**src/verilog/frontPkg.sv**
```systemverilog
// Instruction class, exception and prediction structs, BTB sizes and opcode values.

package frontPkg;

    // --------------------------------------------------
    // decoded instruction class
    // --------------------------------------------------
    typedef enum logic [2:0] {
        rType,
        immArith,
        immLogic,
        memory,
        branch,
        jump,
        reserved
    } instrClassE;

    // exception flags that travel down the pipeline with an instruction.
    typedef struct packed {
        logic instrBusErr;
        logic reservedInstr;
    } exceptT;

    // prediction made at fetch time, checked again in decode.
    typedef struct packed {
        logic        predTaken;
        logic [31:0] predTarget;
    } predT;

    // --------------------------------------------------
    // sizes
    // --------------------------------------------------
    localparam logic [31:0] RESET_VECTOR = 32'h0000_0000;
    localparam int          BTB_ENTRIES  = 16;
    localparam int          BTB_INDEX_W  = 4;
    // the tag is the part of the PC above the index and the two byte-offset bits.
    localparam int          BTB_TAG_W    = 32 - BTB_INDEX_W - 2;

    // --------------------------------------------------
    // primary opcodes, instruction bits 31:26
    // --------------------------------------------------
    localparam logic [5:0] OP_SPECIAL = 6'b000000;
    localparam logic [5:0] OP_J       = 6'b000010;
    localparam logic [5:0] OP_JAL     = 6'b000011;
    localparam logic [5:0] OP_BEQ     = 6'b000100;
    localparam logic [5:0] OP_BNE     = 6'b000101;
    localparam logic [5:0] OP_ADDI    = 6'b001000;
    localparam logic [5:0] OP_ADDIU   = 6'b001001;
    localparam logic [5:0] OP_SLTI    = 6'b001010;
    localparam logic [5:0] OP_SLTIU   = 6'b001011;
    localparam logic [5:0] OP_ANDI    = 6'b001100;
    localparam logic [5:0] OP_ORI     = 6'b001101;
    localparam logic [5:0] OP_XORI    = 6'b001110;
    localparam logic [5:0] OP_LUI     = 6'b001111;
    localparam logic [5:0] OP_LW      = 6'b100011;
    localparam logic [5:0] OP_SW      = 6'b101011;

endpackage
```
**src/verilog/frontIfs.sv**
```systemverilog
// Interfaces of the front end: the fetch bundle into IF/ID and the BTB write port from decode.

`timescale 1ns/1ns

// --------------------------------------------------
// fetch bundle, one instruction per unstalled cycle
// --------------------------------------------------
interface fetchIf import frontPkg::*; ();

    logic [31:0] pc;
    logic [31:0] instr;
    exceptT      except;
    predT        pred;

    // fetch side.
    modport driver (
        output pc,
        output instr,
        output except,
        output pred
    );

    // IF/ID register side.
    modport sink (
        input pc,
        input instr,
        input except,
        input pred
    );

endinterface

// --------------------------------------------------
// BTB correction written by decode
// --------------------------------------------------
interface btbUpdateIf ();

    logic        wrEn;
    logic [31:0] wrPc;
    logic [31:0] wrTarget;
    logic        wrTaken;

    modport driver (output wrEn, output wrPc, output wrTarget, output wrTaken);
    modport sink (input wrEn, input wrPc, input wrTarget, input wrTaken);

endinterface

```
**src/verilog/frontEnd.sv**
```systemverilog
// Top level of the instruction front end: PC generator, BTB, IF/ID register and decoder.

`timescale 1ns/1ns

module frontEnd import frontPkg::*; (
    input  logic        clk,
    input  logic        arstN,
    input  logic        stall,
    input  logic [31:0] imemData,
    input  logic        imemErr,
    output logic [31:0] imemAddr,
    output logic        decValid,
    output logic [31:0] decPc,
    output logic [31:0] decInstr,
    output logic [4:0]  decRs,
    output logic [4:0]  decRt,
    output logic [4:0]  decRd,
    output logic [31:0] decImm,
    output instrClassE  decClass,
    output exceptT      decExcept
);

    fetchIf     fetchBus ();
    btbUpdateIf btbUpd ();

    predT        pred;
    logic        redirect;
    logic [31:0] redirectPc;
    logic [15:0] idImm16;
    exceptT      idExcept;
    predT        idPred;

    // --------------------------------------------------
    // fetch stage
    // --------------------------------------------------
    pcGen uPcGen (
        .clk        (clk),
        .arstN      (arstN),
        .stall      (stall),
        .redirect   (redirect),
        .redirectPc (redirectPc),
        .pred       (pred),
        .imemData   (imemData),
        .imemErr    (imemErr),
        .fetch      (fetchBus.driver),
        .pc         (imemAddr)
    );

    branchTargetBuffer uBtb (
        .clk      (clk),
        .arstN    (arstN),
        .lookupPc (imemAddr),
        .pred     (pred),
        .upd      (btbUpd.sink)
    );

    // --------------------------------------------------
    // decode stage
    // --------------------------------------------------
    // the redirect from decode doubles as the IF/ID flush.
    idReg uIdReg (
        .clk      (clk),
        .arstN    (arstN),
        .flush    (redirect),
        .stall    (stall),
        .fetch    (fetchBus.sink),
        .idInstr  (decInstr),
        .idPc     (decPc),
        .idRs     (decRs),
        .idRt     (decRt),
        .idRd     (decRd),
        .idImm16  (idImm16),
        .idExcept (idExcept),
        .idPred   (idPred),
        .idValid  (decValid)
    );

    instrDecode uDecode (
        .stall      (stall),
        .idInstr    (decInstr),
        .idPc       (decPc),
        .idImm16    (idImm16),
        .idExcept   (idExcept),
        .idPred     (idPred),
        .idValid    (decValid),
        .decClass   (decClass),
        .decImm     (decImm),
        .decExcept  (decExcept),
        .redirect   (redirect),
        .redirectPc (redirectPc),
        .upd        (btbUpd.driver)
    );

endmodule

```
**src/verilog/instrDecode.sv**
```systemverilog
// Instruction decoder: class, immediate extension, reserved-opcode detection and jump resolution.

`timescale 1ns/1ns

module instrDecode import frontPkg::*; (
    input  logic        stall,
    input  logic [31:0] idInstr,
    input  logic [31:0] idPc,
    input  logic [15:0] idImm16,
    input  exceptT      idExcept,
    input  predT        idPred,
    input  logic        idValid,
    output instrClassE  decClass,
    output logic [31:0] decImm,
    output exceptT      decExcept,
    output logic        redirect,
    output logic [31:0] redirectPc,
    btbUpdateIf.driver  upd
);

    logic [5:0]  opcode;
    logic [31:0] pcPlus4;
    logic [31:0] jumpTarget;
    logic        isJump;
    logic        jumpMiss;
    logic        falseTaken;
    logic        canResolve;

    assign opcode = idInstr[31:26];

    // --------------------------------------------------
    // classification
    // --------------------------------------------------
    always_comb begin
        case (opcode)
            OP_SPECIAL:                           decClass = rType;
            OP_ADDI, OP_ADDIU, OP_SLTI, OP_SLTIU: decClass = immArith;
            OP_ANDI, OP_ORI, OP_XORI, OP_LUI:     decClass = immLogic;
            OP_LW, OP_SW:                         decClass = memory;
            OP_BEQ, OP_BNE:                       decClass = branch;
            OP_J, OP_JAL:                         decClass = jump;
            default:                              decClass = reserved;
        endcase
    end

    // arithmetic, load/store offsets and branch offsets are signed, logic immediates are not.
    always_comb begin
        case (decClass)
            immArith, memory, branch: decImm = {{16{idImm16[15]}}, idImm16};
            immLogic: begin
                if (opcode == OP_LUI) begin
                    decImm = {idImm16, 16'h0000};
                end else begin
                    decImm = {16'h0000, idImm16};
                end
            end
            default: decImm = '0;
        endcase
    end

    assign decExcept = '{instrBusErr:   idExcept.instrBusErr,
                         reservedInstr: idExcept.reservedInstr || (decClass == reserved)};

    // --------------------------------------------------
    // jump resolution
    // --------------------------------------------------
    assign pcPlus4    = idPc + 32'd4;
    assign jumpTarget = {pcPlus4[31:28], idInstr[25:0], 2'b00};
    assign isJump     = (decClass == jump);
    assign canResolve = idValid && !stall && !idExcept.instrBusErr;

    // a jump must have been predicted taken to the exact target.
    assign jumpMiss   = isJump && (!idPred.predTaken || (idPred.predTarget != jumpTarget));
    // anything else must not have been predicted taken at all.
    assign falseTaken = !isJump && idPred.predTaken;

    assign redirect   = canResolve && (jumpMiss || falseTaken);
    assign redirectPc = isJump ? jumpTarget : pcPlus4;

    // the correction goes into the BTB in the same cycle as the redirect.
    assign upd.wrEn     = redirect;
    assign upd.wrPc     = idPc;
    assign upd.wrTarget = redirectPc;
    assign upd.wrTaken  = isJump;

endmodule

```
**src/verilog/idReg.sv**
```systemverilog
// IF/ID pipeline register with stall hold, flush and register field extraction.

`timescale 1ns/1ns

module idReg import frontPkg::*; (
    input  logic        clk,
    input  logic        arstN,
    input  logic        flush,
    input  logic        stall,
    fetchIf.sink        fetch,
    output logic [31:0] idInstr,
    output logic [31:0] idPc,
    output logic [4:0]  idRs,
    output logic [4:0]  idRt,
    output logic [4:0]  idRd,
    output logic [15:0] idImm16,
    output exceptT      idExcept,
    output predT        idPred,
    output logic        idValid
);

    // a flush turns the slot into a bubble, which decodes as an invalid zero word.
    always_ff @(posedge clk or negedge arstN) begin
        if (!arstN) begin
            idInstr  <= '0;
            idPc     <= '0;
            idRs     <= '0;
            idRt     <= '0;
            idRd     <= '0;
            idImm16  <= '0;
            idExcept <= '0;
            idPred   <= '0;
            idValid  <= 1'b0;
        end else if (flush) begin
            idInstr  <= '0;
            idPc     <= '0;
            idRs     <= '0;
            idRt     <= '0;
            idRd     <= '0;
            idImm16  <= '0;
            idExcept <= '0;
            idPred   <= '0;
            idValid  <= 1'b0;
        end else if (!stall) begin
            idInstr  <= fetch.instr;
            idPc     <= fetch.pc;
            idRs     <= fetch.instr[25:21];
            idRt     <= fetch.instr[20:16];
            idRd     <= fetch.instr[15:11];
            idImm16  <= fetch.instr[15:0];
            idExcept <= fetch.except;
            idPred   <= fetch.pred;
            idValid  <= 1'b1;
        end
    end

endmodule

```
**src/verilog/branchTargetBuffer.sv**
```systemverilog
// Direct-mapped jump target buffer with a combinational lookup and one write port.

`timescale 1ns/1ns

module branchTargetBuffer import frontPkg::*; (
    input  logic        clk,
    input  logic        arstN,
    input  logic [31:0] lookupPc,
    output predT        pred,
    btbUpdateIf.sink    upd
);

    logic [BTB_ENTRIES-1:0] entryValid;
    logic [BTB_TAG_W-1:0]   entryTag    [BTB_ENTRIES];
    logic [31:0]            entryTarget [BTB_ENTRIES];
    logic                   entryTaken  [BTB_ENTRIES];

    logic [BTB_INDEX_W-1:0] lookupIdx;
    logic [BTB_TAG_W-1:0]   lookupTag;
    logic [BTB_INDEX_W-1:0] wrIdx;
    logic [BTB_TAG_W-1:0]   wrTag;
    logic                   hit;

    // entries are indexed by word address, the byte offset is ignored.
    assign lookupIdx = lookupPc[BTB_INDEX_W+1:2];
    assign lookupTag = lookupPc[31:BTB_INDEX_W+2];
    assign wrIdx     = upd.wrPc[BTB_INDEX_W+1:2];
    assign wrTag     = upd.wrPc[31:BTB_INDEX_W+2];

    // --------------------------------------------------
    // lookup
    // --------------------------------------------------
    assign hit = entryValid[lookupIdx] && (entryTag[lookupIdx] == lookupTag);

    assign pred.predTaken  = hit && entryTaken[lookupIdx];
    assign pred.predTarget = entryTarget[lookupIdx];

    // --------------------------------------------------
    // update
    // --------------------------------------------------
    always_ff @(posedge clk or negedge arstN) begin
        if (!arstN) begin
            entryValid <= '0;
        end else if (upd.wrEn) begin
            entryValid[wrIdx] <= 1'b1;
        end
    end

    // a write always replaces the whole entry, a cleared taken bit included.
    always_ff @(posedge clk) begin
        if (upd.wrEn) begin
            entryTag[wrIdx]    <= wrTag;
            entryTarget[wrIdx] <= upd.wrTarget;
            entryTaken[wrIdx]  <= upd.wrTaken;
        end
    end

endmodule

```
**src/verilog/pcGen.sv**
```systemverilog
// PC generator: program counter register, next-PC selection and packing of the fetch bundle.

`timescale 1ns/1ns

module pcGen import frontPkg::*; (
    input  logic        clk,
    input  logic        arstN,
    input  logic        stall,
    input  logic        redirect,
    input  logic [31:0] redirectPc,
    input  predT        pred,
    input  logic [31:0] imemData,
    input  logic        imemErr,
    fetchIf.driver      fetch,
    output logic [31:0] pc
);

    logic [31:0] pcReg;
    logic [31:0] nextPc;
    logic        takePred;

    // a word that came back with a bus error is never followed as a jump,
    // so its lookup result is dropped here as well.
    assign takePred = pred.predTaken && !imemErr;

    // --------------------------------------------------
    // next PC
    // --------------------------------------------------
    always_comb begin
        if (redirect) begin
            nextPc = redirectPc;
        end else if (takePred) begin
            nextPc = pred.predTarget;
        end else begin
            nextPc = pcReg + 32'd4;
        end
    end

    always_ff @(posedge clk or negedge arstN) begin
        if (!arstN) begin
            pcReg <= RESET_VECTOR;
        end else if (!stall) begin
            pcReg <= nextPc;
        end
    end

    assign pc = pcReg;

    // the memory answers in the same cycle, so the bundle is built straight from the port.
    assign fetch.pc     = pcReg;
    assign fetch.instr  = imemData;
    assign fetch.except = '{instrBusErr: imemErr, reservedInstr: 1'b0};
    assign fetch.pred   = '{predTaken: takePred, predTarget: pred.predTarget};

endmodule

```
**config.mk**
```make
export PLATFORM = sky130hd
export DESIGN_NAME = frontEnd
export DESIGN_NICKNAME = d
export VERILOG_FILES = /design/src/verilog/frontPkg.sv /design/src/verilog/frontIfs.sv /design/src/verilog/frontEnd.sv /design/src/verilog/instrDecode.sv /design/src/verilog/idReg.sv /design/src/verilog/branchTargetBuffer.sv /design/src/verilog/pcGen.sv
export SDC_FILE = /design/constraint.sdc
export NUM_CORES = 1
export LEC_CHECK = 0
export ABC_CLOCK_PERIOD_IN_PS = 13460
export BUFFER_PORTS_ARGS = -buffer_cell sky130_fd_sc_hd__buf_2
export CAP_MARGIN = 30
export CORE_ASPECT_RATIO = 0.8
export CORE_MARGIN = 2
export CORE_UTILIZATION = 35
export DETAILED_ROUTE_END_ITERATION = 10
export PLACE_DENSITY = 0.5
export SYNTH_ARGS = -nofsm -noshare
export SYNTH_HDL_FRONTEND = slang
export SYNTH_SLANG_ARGS = --single-unit
```
**constraint.sdc**
```tcl
create_clock -name clk -period 13.46 [get_ports clk]
set_input_delay 1.346 -clock clk [delete_from_list [all_inputs] [get_ports clk]]
set_output_delay 1.346 -clock clk [all_outputs]
set_load 0.005 [all_outputs]
```
; Word level (Yosys, flattened, before mapping)
; Memories as Yosys holds them, arrays and structs flattened.
; Cells that the tools add are included.
[classes]
n_lt_le_gt_ge = 3
n_reduce_logical = 18
addsub = 2
bitwise_logic = 1
eq_ne = 10
muxes = 29
[ops]
columns = op, n
row1 = two-way mux 32 bit, 7
row2 = two-way mux 33 bit, 2
row3 = adder 32 x 3 -> 32 bit (second input constant), 2
row4 = case mux 32 bit (2 select lines), 1
row5 = two-way mux 16 bit, 2
row6 = inequality test 32 bit, 1
row7 = two-way mux 5 bit, 6
row8 = two-way mux 28 bit, 1
row9 = == test 26 bit, 1
row10 = bitwise OR 16 bit, 1
row11 = less-than comparator 4 x 5 -> 1 bit (second input constant), 2
row12 = == test 3 bit (second input constant), 3
row13 = logical AND 1 bit, 9
row14 = == test 3 x 2 -> 1 bit (second input constant), 2
row15 = == test 6 x 4 -> 1 bit (second input constant), 1
row16 = two-way mux 1 bit, 6
row17 = zero test 1 bit, 5
row18 = binary-select mux 1 bit (select 4 bit), 1
row19 = demux 1 bit (select 4 bit), 1
row20 = >= comparator 4 x 1 -> 1 bit (second input constant), 1
row21 = two-way mux 2 bit, 2
row22 = == test 3 x 1 -> 1 bit (second input constant), 1
row23 = logical OR 1 bit, 3
row24 = OR reduction 3 bit, 1
row25 = inequality test 2 x 1 -> 1 bit (second input constant), 1
[word_totals]
output_inout_bits = 149
reg_bits = 179
mem_count = 4
romBits = 192
wordCells = 80
ramBits = 944
in_bits = 36
[memory_table]
columns = memory, words, word_bits, read_ports, rd_clocked_by_memory_dff, wr, line
row1 = uBtb.entryTarget, 16, 32, 1, 0, 1, branchTargetBuffer.sv:15  ; logic [31:0] entryTarget [BTB_ENTRIES];
row2 = uBtb.entryTag, 16, 26, 1, 0, 1, branchTargetBuffer.sv:14  ; logic [BTB_TAG_W-1:0] entryTag [BTB_ENTRIES];
row3 = (name not given), 64, 3, 1, 0, 0, instrDecode.sv:35  ; case (opcode)
row4 = uBtb.entryTaken, 16, 1, 1, 0, 1, branchTargetBuffer.sv:16  ; logic entryTaken [BTB_ENTRIES];

; Longest topological paths before layout
; Gate-level depths: netlist (run 1).
[depth]
ltp_word = 8
depth_mapped = 16
depth_no_buf = 10

; By module
; A second synthesis (run 1) with hierarchy kept.
[unflattened]
hier_cells = 2668
area_unflattened_um2 = 46597.2
[modules_own_cells]
columns = module, area_each_um2, seq_area_each_um2, cells_each, instances
row1 = branchTargetBuffer, 36927.9, 28747.6, 1566, 1
row2 = idReg, 4320.4, 2502.4, 353, 1
row3 = pcGen, 3193.1, 800.8, 425, 1
row4 = instrDecode, 2155.8, 0.0, 324, 1

; Worst setup path after synthesis (run 1)
; OpenSTA, ideal clock, no wires.
[synth_path]
path_kind = register to register
startpoint = reg uIdReg.idPc[12]
endpoint = mem uBtb.entryTag[2][0] in the netlist's numbering (enable)
setup_slack_ns = 6.068
setup_time_ns = 0.550
path_stages_with_launch = 10
synth_period_minus_slack_ns = 7.392
arrival_time_ns = 6.841
required_ns = 12.910
n_path_buf = 1
cell_sequence = dfrtp_1 nand3_1 or4_1 or3_1 o2111ai_1 and4b_1 nor2_1 clkbuf_1 nand2_1 nor3_1
[synth_via]
elab_chain_cells = 8
[synth_rtl]
columns = element, line
row1 = start: declaration, idReg.sv:12  ; output logic [31:0] idPc,
row2 = start signal: assignment, idReg.sv:46  ; idPc <= fetch.pc;
row3 = adder 32 x 3 -> 32 bit, instrDecode.sv:67  ; assign pcPlus4 = idPc + 32'd4;
row4 = inequality test 32 bit, instrDecode.sv:73  ; assign jumpMiss = isJump && (!idPred.predTaken || (idPred.predTarget != jumpTarget));
row5 = logical OR 1 bit, instrDecode.sv:73
row6 = logical AND 1 bit, instrDecode.sv:73
row7 = logical OR 1 bit, instrDecode.sv:77  ; assign redirect = canResolve && (jumpMiss || falseTaken);
row8 = logical AND 1 bit, instrDecode.sv:77
row9 = two-way mux 1 bit, branchTargetBuffer.sv:51  ; if (upd.wrEn) begin
row10 = two-way mux 1 bit (not written as such), branchTargetBuffer.sv:52  ; entryTag[wrIdx] <= wrTag;
row11 = end: declaration, branchTargetBuffer.sv:14
; Every way passes these cells.

; Worst setup path in the final report (run 1)
[layout_path]
startpoint = reg uPcGen.pcReg[3] (netlist: uPcGen.fetch.pc[3])
endpoint = reg uPcGen.pcReg[30] (netlist: uPcGen.fetch.pc[30])
[layout_via]
elab_chain_cells = 7
word_cells_on_any_way = 12
classes_between = add/sub (1) / eq/ne (1) / mux (4) / reduce/logical (3) / memory (3)
[layout_rtl]
columns = element, line
row1 = start: declaration, pcGen.sv:18  ; logic [31:0] pcReg;
row2 = start signal: assignment, pcGen.sv:43  ; pcReg <= nextPc;
row3 = memory read (16 x 26 bit) or binary-select mux 1 bit (select 4 bit) (tied branches), -
row4 = == test 26 bit or two-way mux 1 bit (tied branches), branchTargetBuffer.sv:33  ; assign hit = entryValid[lookupIdx] && (entryTag[lookupIdx] == lookupTag);
row5 = logical AND 1 bit, branchTargetBuffer.sv:33
row6 = logical AND 1 bit, branchTargetBuffer.sv:35  ; assign pred.predTaken = hit && entryTaken[lookupIdx];
row7 = logical AND 1 bit, pcGen.sv:24  ; assign takePred = pred.predTaken && !imemErr;
row8 = two-way mux 32 bit *, pcGen.sv:32  ; end else if (takePred) begin
row9 = two-way mux 32 bit *, pcGen.sv:30  ; if (redirect) begin
; Every way passes the cells marked *; elsewhere a longest branch is shown, timed or not. The select of a mux whose other input is x is not followed.
; A chain may end at the register's enable or synchronous reset.

==> flow_metrics.py, run 1 <==
metrics = {
    "run_status": {
        "outcome": "finished, final reports clean",
    },
    "floorplanning": {
        "die_area_um2": 131400,
        "core_area_um2": 127400,
        "io_pins": 185,
        "die_h_um": 324.7,
        "rows": 117,
        "die_x_um": 404.8,
        "start_util": 0.3532,
    },
    "detailed_routing": {
        "wl_per_cell_um": 29.63,
        "vias": 25210,
        "drtPass1Iterations": 6,
        "drc": 0,
        "drt-vias-per-instance": 5.505,
        "totalWireLength_um": 135700,
        "ant_nets": 0,
        "drt-initial-drc-count": 2677,
    },
    "logic_synthesis": {
        "synth_cell_types": 80,
        "ys.flop_type": "edfxtp_1",
        "avgSynthCellArea_um2": 17.36,
        "ys_ff_latch": 1091,
        "yosys_warnings": 0,
        "yosysTopAreaCellShare": 0.6301,
        "synth-edff-count": 944,
        "yosysSeqAreaShare": 0.7119,
        "synth.cell_area_um2": 44990,
        "async_reset_ff_frac": 0.1347,
        "syn_inst": 2592,
        "syn_nets": 2633,
        "synthTopCellsByArea": "edfxtp_1 (63%), mux4_2 (12%), dfrtp_1 (8.2%)",
        "synth_top_cell_by_area": "edfxtp_1",
    },
    "pwr": {
        "p_per_area_nw_per_um2": 185.7,
        "switching_power_w": 0.002961,
        "internal_power_w": 0.006643,
        "switching_share": 0.3083,
        "p_seq_frac": 0.445,
        "ir_drop_mv": 0.1313,
        "p_comb_frac": 0.234,
        "leakage_nw": 17.99,
        "p_clk_frac": 0.321,
    },
    "clocking": {
        "clk_latency_ps": 720,
        "cts_tree": "yes",
        "numCtsBuffers": 111,
        "postCtsSetupRepairBufs": 0,
        "clockBufferDepth": 3,
        "clk_pin_slew_ps": 60,
        "ctsHoldBuffers": 0,
        "cts-root-buf": "clkbuf_16",
        "cts_resized": 0,
        "clock_sinks": 1091,
        "cts_max_level": 3,
    },
    "finish": {
        "area_growth_pct": 14.95,
        "drive_gt1_frac": 0.2606,
        "final_util": 0.4060,
        "final_area_um2": 51710,
        "nets": 2859,
    },
    "global_routing": {
        "grt_overflow": 0,
        "antenna_found_initial": 5,
        "grt_pass1_vias": 25270,
        "grt_usage": 0.2053,
        "grt_start_max_net_pins": 92,
        "grt_pass1_wl_um": 192500,
    },
    "sta": {
        "slew_headroom": 0.2797,
        "worst_slew_pin_slew_ps": 1071,
        "drv_slew": 0,
        "setup_tns_ps": 0,
        "timing.final.crit_share": 0.4485,
        "skew_ps": 38.73,
        "setup_viol": 0,
        "rsz0062_at_grt": "false",
        "fmax_mhz": 165.6,
        "final-hold-violation-count": 0,
        "timing.final.crit_period_ps": 6037,
    },
    "place": {
        "placed_cell_area_um2": 48060,
        "portBuffers": 184,
        "place_congestion": 0.8557,
        "dp_hpwl_um": 82270,
    },
    "setup_path": {
        "path_class": "reg2reg",
        "cp_slowest_cell": "dfrtp_4",
        "slowest_delay_ps": 940,
        "crit_buf_inv": 2,
        "crit_chain": "buf_4, buf_4, mux4_2, mux4_2, xnor2_1, nand4b_1, a2111oi_4, nand3_4, mux2_2, a221oi_2",
        "crit_arrival_ps": 6650,
        "r2r_slack_ps": 7420,
        "cp_max_fo": 48,
        "path_delay_family": "multiplexers",
        "end_kind": "register",
        "cp-start-kind": "register",
        "critPathRequiredTime_ps": 14080,
    },
    "job": {
        "drv_cap": 0,
    },
    "min_path": {
        "hp-class": "reg2reg",
    },
}
-- through the flow --
stage               setup slack [ps]  hold WS, ps  cells  power, W
CTS                             7317        469.0   4577  0.009688
floorplan                       6068        433.4   2592  0.005624
global route                    7012        487.6   4579  0.009975
detailed placement              7313        454.1   4370  0.006614
global placement                7397        447.8   4359  0.006575
finish                          7423        468.9   4580  0.009604
-- path summary, 6_finish.rpt --
path	end	cells past startpoint	from
max	uPcGen.fetch.pc[30]	10	uPcGen.fetch.pc[3]
min	uBtb.entryValid[1]	1	uBtb.entryValid[1]
max reg2reg	uPcGen.fetch.pc[30]	10	uPcGen.fetch.pc[3]
min reg2reg	uBtb.entryValid[1]	1	uBtb.entryValid[1]
max in group asynchronous	uPcGen.fetch.pc[5]	2	arstN
min in group asynchronous	uIdReg.idImm16[7]	1	arstN
-- layout by cell type (no fill, tap or decap), drive strengths merged, types with 9 or more instances in the layout --
cell type	instances
clkinv	36
xnor2	75
o21ai	133
xor2	32
nor2b	9
inv	21
nor2	63
clkbuf	158
dfrtp	147
a22oi	23
mux2i	94
o22ai	24
edfxtp	944
mux4	239
a21o	17
o31ai	14
nor3	19
nand3	40
buf	288
a21oi	36
nand4	24
and2	21
nand2	278
or2	21
and3	33
-- logic make-up after synthesis --
| kind of cell | count (synthesis) | synth area share |
|---|---|---|
| adders and majority gates | 5 | 0.001391 |
| and+or+nand+nor | 546 | 0.05746 |
| DFF | 1091 | 0.7119 |
| xor gates and xnor gates | 108 | 0.02133 |
| AOI/OAI and AO/OA | 312 | 0.04486 |
| muxes | 338 | 0.1418 |
| buffers and inverters | 192 | 0.02130 |
-- cells in the mapped netlist, types with 6 or more instances --
master	n
o22ai_1	24
a22oi_1	23
a21oi_1	35
buf_2	36
buf_6	11
buf_1	9
nor2b_1	9
a21o_1	17
and3_1	33
nand3_1	39
mux2i_1	94
nand4_1	24
and2_1	21
o211ai_1	8
a22o_1	6
dfrtp_1	147
xor2_1	32
or2_2	18
o31ai_1	14
nor3_1	17
xnor2_1	75
buf_4	22
mux4_2	239
edfxtp_1	944
nor2_1	63
clkbuf_1	96
or3_1	7
inv_1	14
o21ai_0	132
nand2_1	278
-- state kept, by name (all words and copies together), names as in the netlist --
| register | count |
|---|---|
| uBtb.entryTag | 416 |
| uBtb.entryTaken | 16 |
| uBtb.entryTarget | 512 |
| uBtb.entryValid | 16 |
| uIdReg.idExcept | 1 |
| uIdReg.idImm16 | 15 |
| uIdReg.idInstr | 9 |
| uIdReg.idPc | 32 |
| uIdReg.idPred | 33 |
| uIdReg.idRs | 4 |
| uIdReg.idRt | 4 |
| uIdReg.idValid | 1 |
| uPcGen.fetch.pc | 32 |
-- per-layer routing --
layer,wire (um),vias to the layer above,part of all wire,global-route usage
met5,0,-,0,0
met4,2284,0,0.017,0.04129
met3,8476,163,0.062,0.03338
met2,62060,857,0.46,0.3147
met1,62900,13540,0.46,0.3090
li1,-,10660,-,-
-- cell type report --
type	count	area, um2
inverters	16	62.56
multi-input cells	1309	12120
diodes	2	5.005
flip-flops and latches	1091	32040
well taps	1666	2085
fillers	11440	75650
clock buffers	157	3144
clock inverters	50	480.5
repair buffers	289	1782
-- power by group through the flow --
stage                     Combinational [W]  Clock [W]  Sequential, W
after global placement              0.00224          0        0.00434
final                               0.00225    0.00308        0.00428
after global routing                0.00240    0.00328        0.00430
after CTS                           0.00227    0.00314        0.00428
after detailed placement            0.00227          0        0.00435
after floorplan                     0.00145          0        0.00417
(Power assumes the default switching activity.)
==> run 2, diff against run 1 <==
--- a/config.mk
+++ b/config.mk
@@ -5,14 +5,14 @@
 export SDC_FILE = /design/constraint.sdc
 export NUM_CORES = 1
 export LEC_CHECK = 0
-export ABC_CLOCK_PERIOD_IN_PS = 13460
+export ABC_CLOCK_PERIOD_IN_PS = 4830
 export BUFFER_PORTS_ARGS = -buffer_cell sky130_fd_sc_hd__buf_2
 export CAP_MARGIN = 30
 export CORE_ASPECT_RATIO = 0.8
 export CORE_MARGIN = 2
 export CORE_UTILIZATION = 35
 export DETAILED_ROUTE_END_ITERATION = 10
-export PLACE_DENSITY = 0.5
+export PLACE_DENSITY = 0.52
 export SYNTH_ARGS = -nofsm -noshare
 export SYNTH_HDL_FRONTEND = slang
 export SYNTH_SLANG_ARGS = --single-unit
==> constraint.sdc (replaced) <==
create_clock -name clk -period 4.83 [get_ports clk]
set_input_delay 0.483 -clock clk [delete_from_list [all_inputs] [get_ports clk]]
set_output_delay 0.483 -clock clk [all_outputs]
set_load 0.005 [all_outputs]
==> run 2 against run 1 <==
Register-to-register slack worse by 7000 ps. Worst setup slack lost 7000 ps. Via count increased by 2.2%. Critical path depth is 1 lower. Fmax rose by 37%. Die area unchanged. Utilization increased by 0.71 points. Worst hold slack lost 430 ps. Sequential share of layout area down 1.1 points. Cell count increased by 1.7%. Clock power grew to 2.8 times the previous value. Critical path type unchanged. Largest cell class unchanged. Largest power group unchanged.
==> flow_metrics.py, run 2 (same netlist as run 1, synthesis figures left out) <==
metrics = {
    "detailed_routing": {
        "totalWireLength_um": 136900,
        "drc": 0,
        "wl_per_cell_um": 29.40,
        "ant_nets": 0,
        "drt-initial-drc-count": 2920,
        "drt-vias-per-instance": 5.533,
        "vias": 25780,
        "drtPass1Iterations": 6,
    },
    "clocking": {
        "numCtsBuffers": 108,
        "clk_latency_ps": 730,
        "cts-root-buf": "clkbuf_16",
        "postCtsSetupRepairBufs": 0,
        "cts_resized": 0,
        "clockBufferDepth": 3,
        "cts_max_level": 3,
        "clock_sinks": 1091,
        "clk_pin_slew_ps": 70,
        "cts_tree": "yes",
    },
    "setup_path": {
        "slowest_delay_ps": 750,
        "cp-start-kind": "register",
        "end_kind": "register",
        "path_delay_family": "simple AND/OR/NAND/NOR gates",
        "path_class": "reg2reg",
        "worstReg2RegStart": "uIdReg.idPc[2]",
        "r2r_slack_ps": 420,
        "crit_chain": "nand2_1, or4_1, or3_1, o2111ai_1, and4b_1, nor2_4, nand2_1, nor2_4, buf_4",
        "cp_slowest_cell": "nor2_4",
        "crit_arrival_ps": 4740,
        "r2r-end": "uBtb.entryTarget[14][26]",
        "crit_buf_inv": 1,
        "cp_max_fo": 22,
        "critPathRequiredTime_ps": 5160,
        "rr_worst_depth": 9,
    },
    "sta": {
        "worst_slew_pin_slew_ps": 1019,
        "final-hold-violation-count": 0,
        "timing.final.crit_period_ps": 4409,
        "slew_headroom": 0.3207,
        "skew_ps": 37.77,
        "rsz0062_at_grt": "false",
        "worst_hold_slack_ps": 40.77,
        "fin_ws_ps": 420.9,
        "fmax_mhz": 226.8,
        "setup_viol": 0,
        "drv_slew": 0,
        "timing.final.crit_share": 0.9129,
    },
    "global_routing": {
        "grt_start_max_net_pins": 112,
        "grt_overflow": 0,
        "antenna_found_initial": 8,
        "grt_pass1_wl_um": 194300,
        "grt_pass1_vias": 26050,
        "grt_usage": 0.2077,
    },
    "pwr": {
        "switching_power_w": 0.008393,
        "p_per_area_nw_per_um2": 516.0,
        "ir_drop_mv": 0.2995,
        "leakage_nw": 18.44,
        "p_comb_frac": 0.244,
        "p_seq_frac": 0.433,
        "internal_power_w": 0.01876,
        "switching_share": 0.3091,
        "p_total_w": 0.02715,
        "p_clk_frac": 0.323,
    },
    "min_path": {
        "min_to": "uIdReg.idInstr[28]",
        "hp-start": "imemData[28]",
        "hp-class": "in2reg",
        "hold_path_depth": 3,
    },
    "finish": {
        "drive_gt1_frac": 0.2725,
        "final_util": 0.4131,
        "fillerInstances": 11410,
        "final_common_cell": "edfxtp_1",
        "mostFrequentLayoutCells": "edfxtp_1 (944), nand2_1 (278), mux4_2 (239)",
        "multi_input_area_um2": 12140,
        "nets": 2938,
        "regMostFlops": "uBtb.entryTarget",
        "seqCellArea_um2": 32040,
        "layout.cells.non_filler": 4658,
        "reg_top3": "uBtb.entryTarget: 512 flops, uBtb.entryTag: 416 flops, uIdReg.idPred: 33 flops",
        "largest_reg_flops": 512,
        "area_growth_pct": 16.94,
    },
    "place": {
        "dp_hpwl_um": 85760,
        "place_congestion": 0.8842,
        "pre_cts_ws_ps": 423.6,
        "portBuffers": 184,
        "place_inst": 4424,
    },
    "floorplanning": {
        "io_pins": 185,
        "core_area_um2": 127400,
        "die_x_um": 404.8,
        "start_util": 0.3532,
        "die_h_um": 324.7,
        "die_area_um2": 131400,
        "rows": 117,
    },
    "run_status": {
        "outcome": "finished, final reports clean",
    },
    "job": {
        "drv_cap": 0,
    },
}
run 2: cell types whose count changed in the layout (fill, tap and decap cells not counted), moves of 3 or more:
cell / delta
clkinv_2: -5
bufinv_16: +4
buf_4: +47
nor3_4: +4
clkbuf_16: -4
nor3_2: -4
clkbuf_1: -5
buf_12: +4
dlygate4sd3_1: +28
buf_16: +3
run 2: layout make-up:
class                           count  area share
Antenna cell                        1  0.00004756
Clock buffer                      149     0.05777
Clock inverter                     55     0.01270
Inverter                           16    0.001189
Multi-Input combinational cell   1309      0.2307
Sequential cell                  1091      0.6090
Tap cell                         1666     0.03962
Timing Repair Buffer              371     0.04899
run 2: power by group through the flow:
stage,registers [W],logic [W],clock network [W]
detailed placement,0.0119,0.00662,0
global placement,0.0119,0.00654,0
floorplan,0.0116,0.00407,0
finish,0.0118,0.00663,0.00877
global route,0.0118,0.00709,0.00928
CTS,0.0117,0.00666,0.00894
run 2: metrics by stage:
step | setup TNS [ps] | cell area (um2)
6_report | 0 | 52610
5_1_grt | 0 | 52610
4_1_cts | 0 | 52580
3_5_place_dp | 0 | 48590
3_3_place_gp | 0 | 48470
2_1_floorplan | -45340 | 45040
run 2: what timing repair did:
item                                   CTS  global route
hold buffers                            28             0
endpoints found under the hold margin  107             0
setup endpoints to repair                0             0
run 2: per-layer routing:
metal | global-route usage | share of wire | wire [um]
met2 | 0.3099 | 0.45 | 61250
met4 | 0.05986 | 0.029 | 3981
met1 | 0.3040 | 0.45 | 61140
met3 | 0.04657 | 0.077 | 10540
met5 | 0 | 0.000051 | 7
run 2: worst max-delay path by stage:
| stage | start | endpoint | slack (ps) | cells after the start |
|---|---|---|---|---|
| global placement | uPcGen.fetch.pc[4] | uPcGen.fetch.pc[29] | 400 | 10 |
| global route | uPcGen.fetch.pc[2] | uPcGen.fetch.pc[11] | 110 | 13 |
| detailed placement | uPcGen.fetch.pc[2] | uPcGen.fetch.pc[9] | 420 | 13 |
| finish | uIdReg.idPc[2] | uBtb.entryTarget[14][26] | 420 | 9 |
| floorplan | uIdReg.idPc[12] | uBtb.entryTag[3][0] | -760 | 9 |
| CTS | uPcGen.fetch.pc[2] | uPcGen.fetch.pc[0] | 400 | 13 |
run 2: worst min-delay path, stage by stage:
cell and delay [ps]:
buf_2 90, nand2_1 50, o21ai_0 90
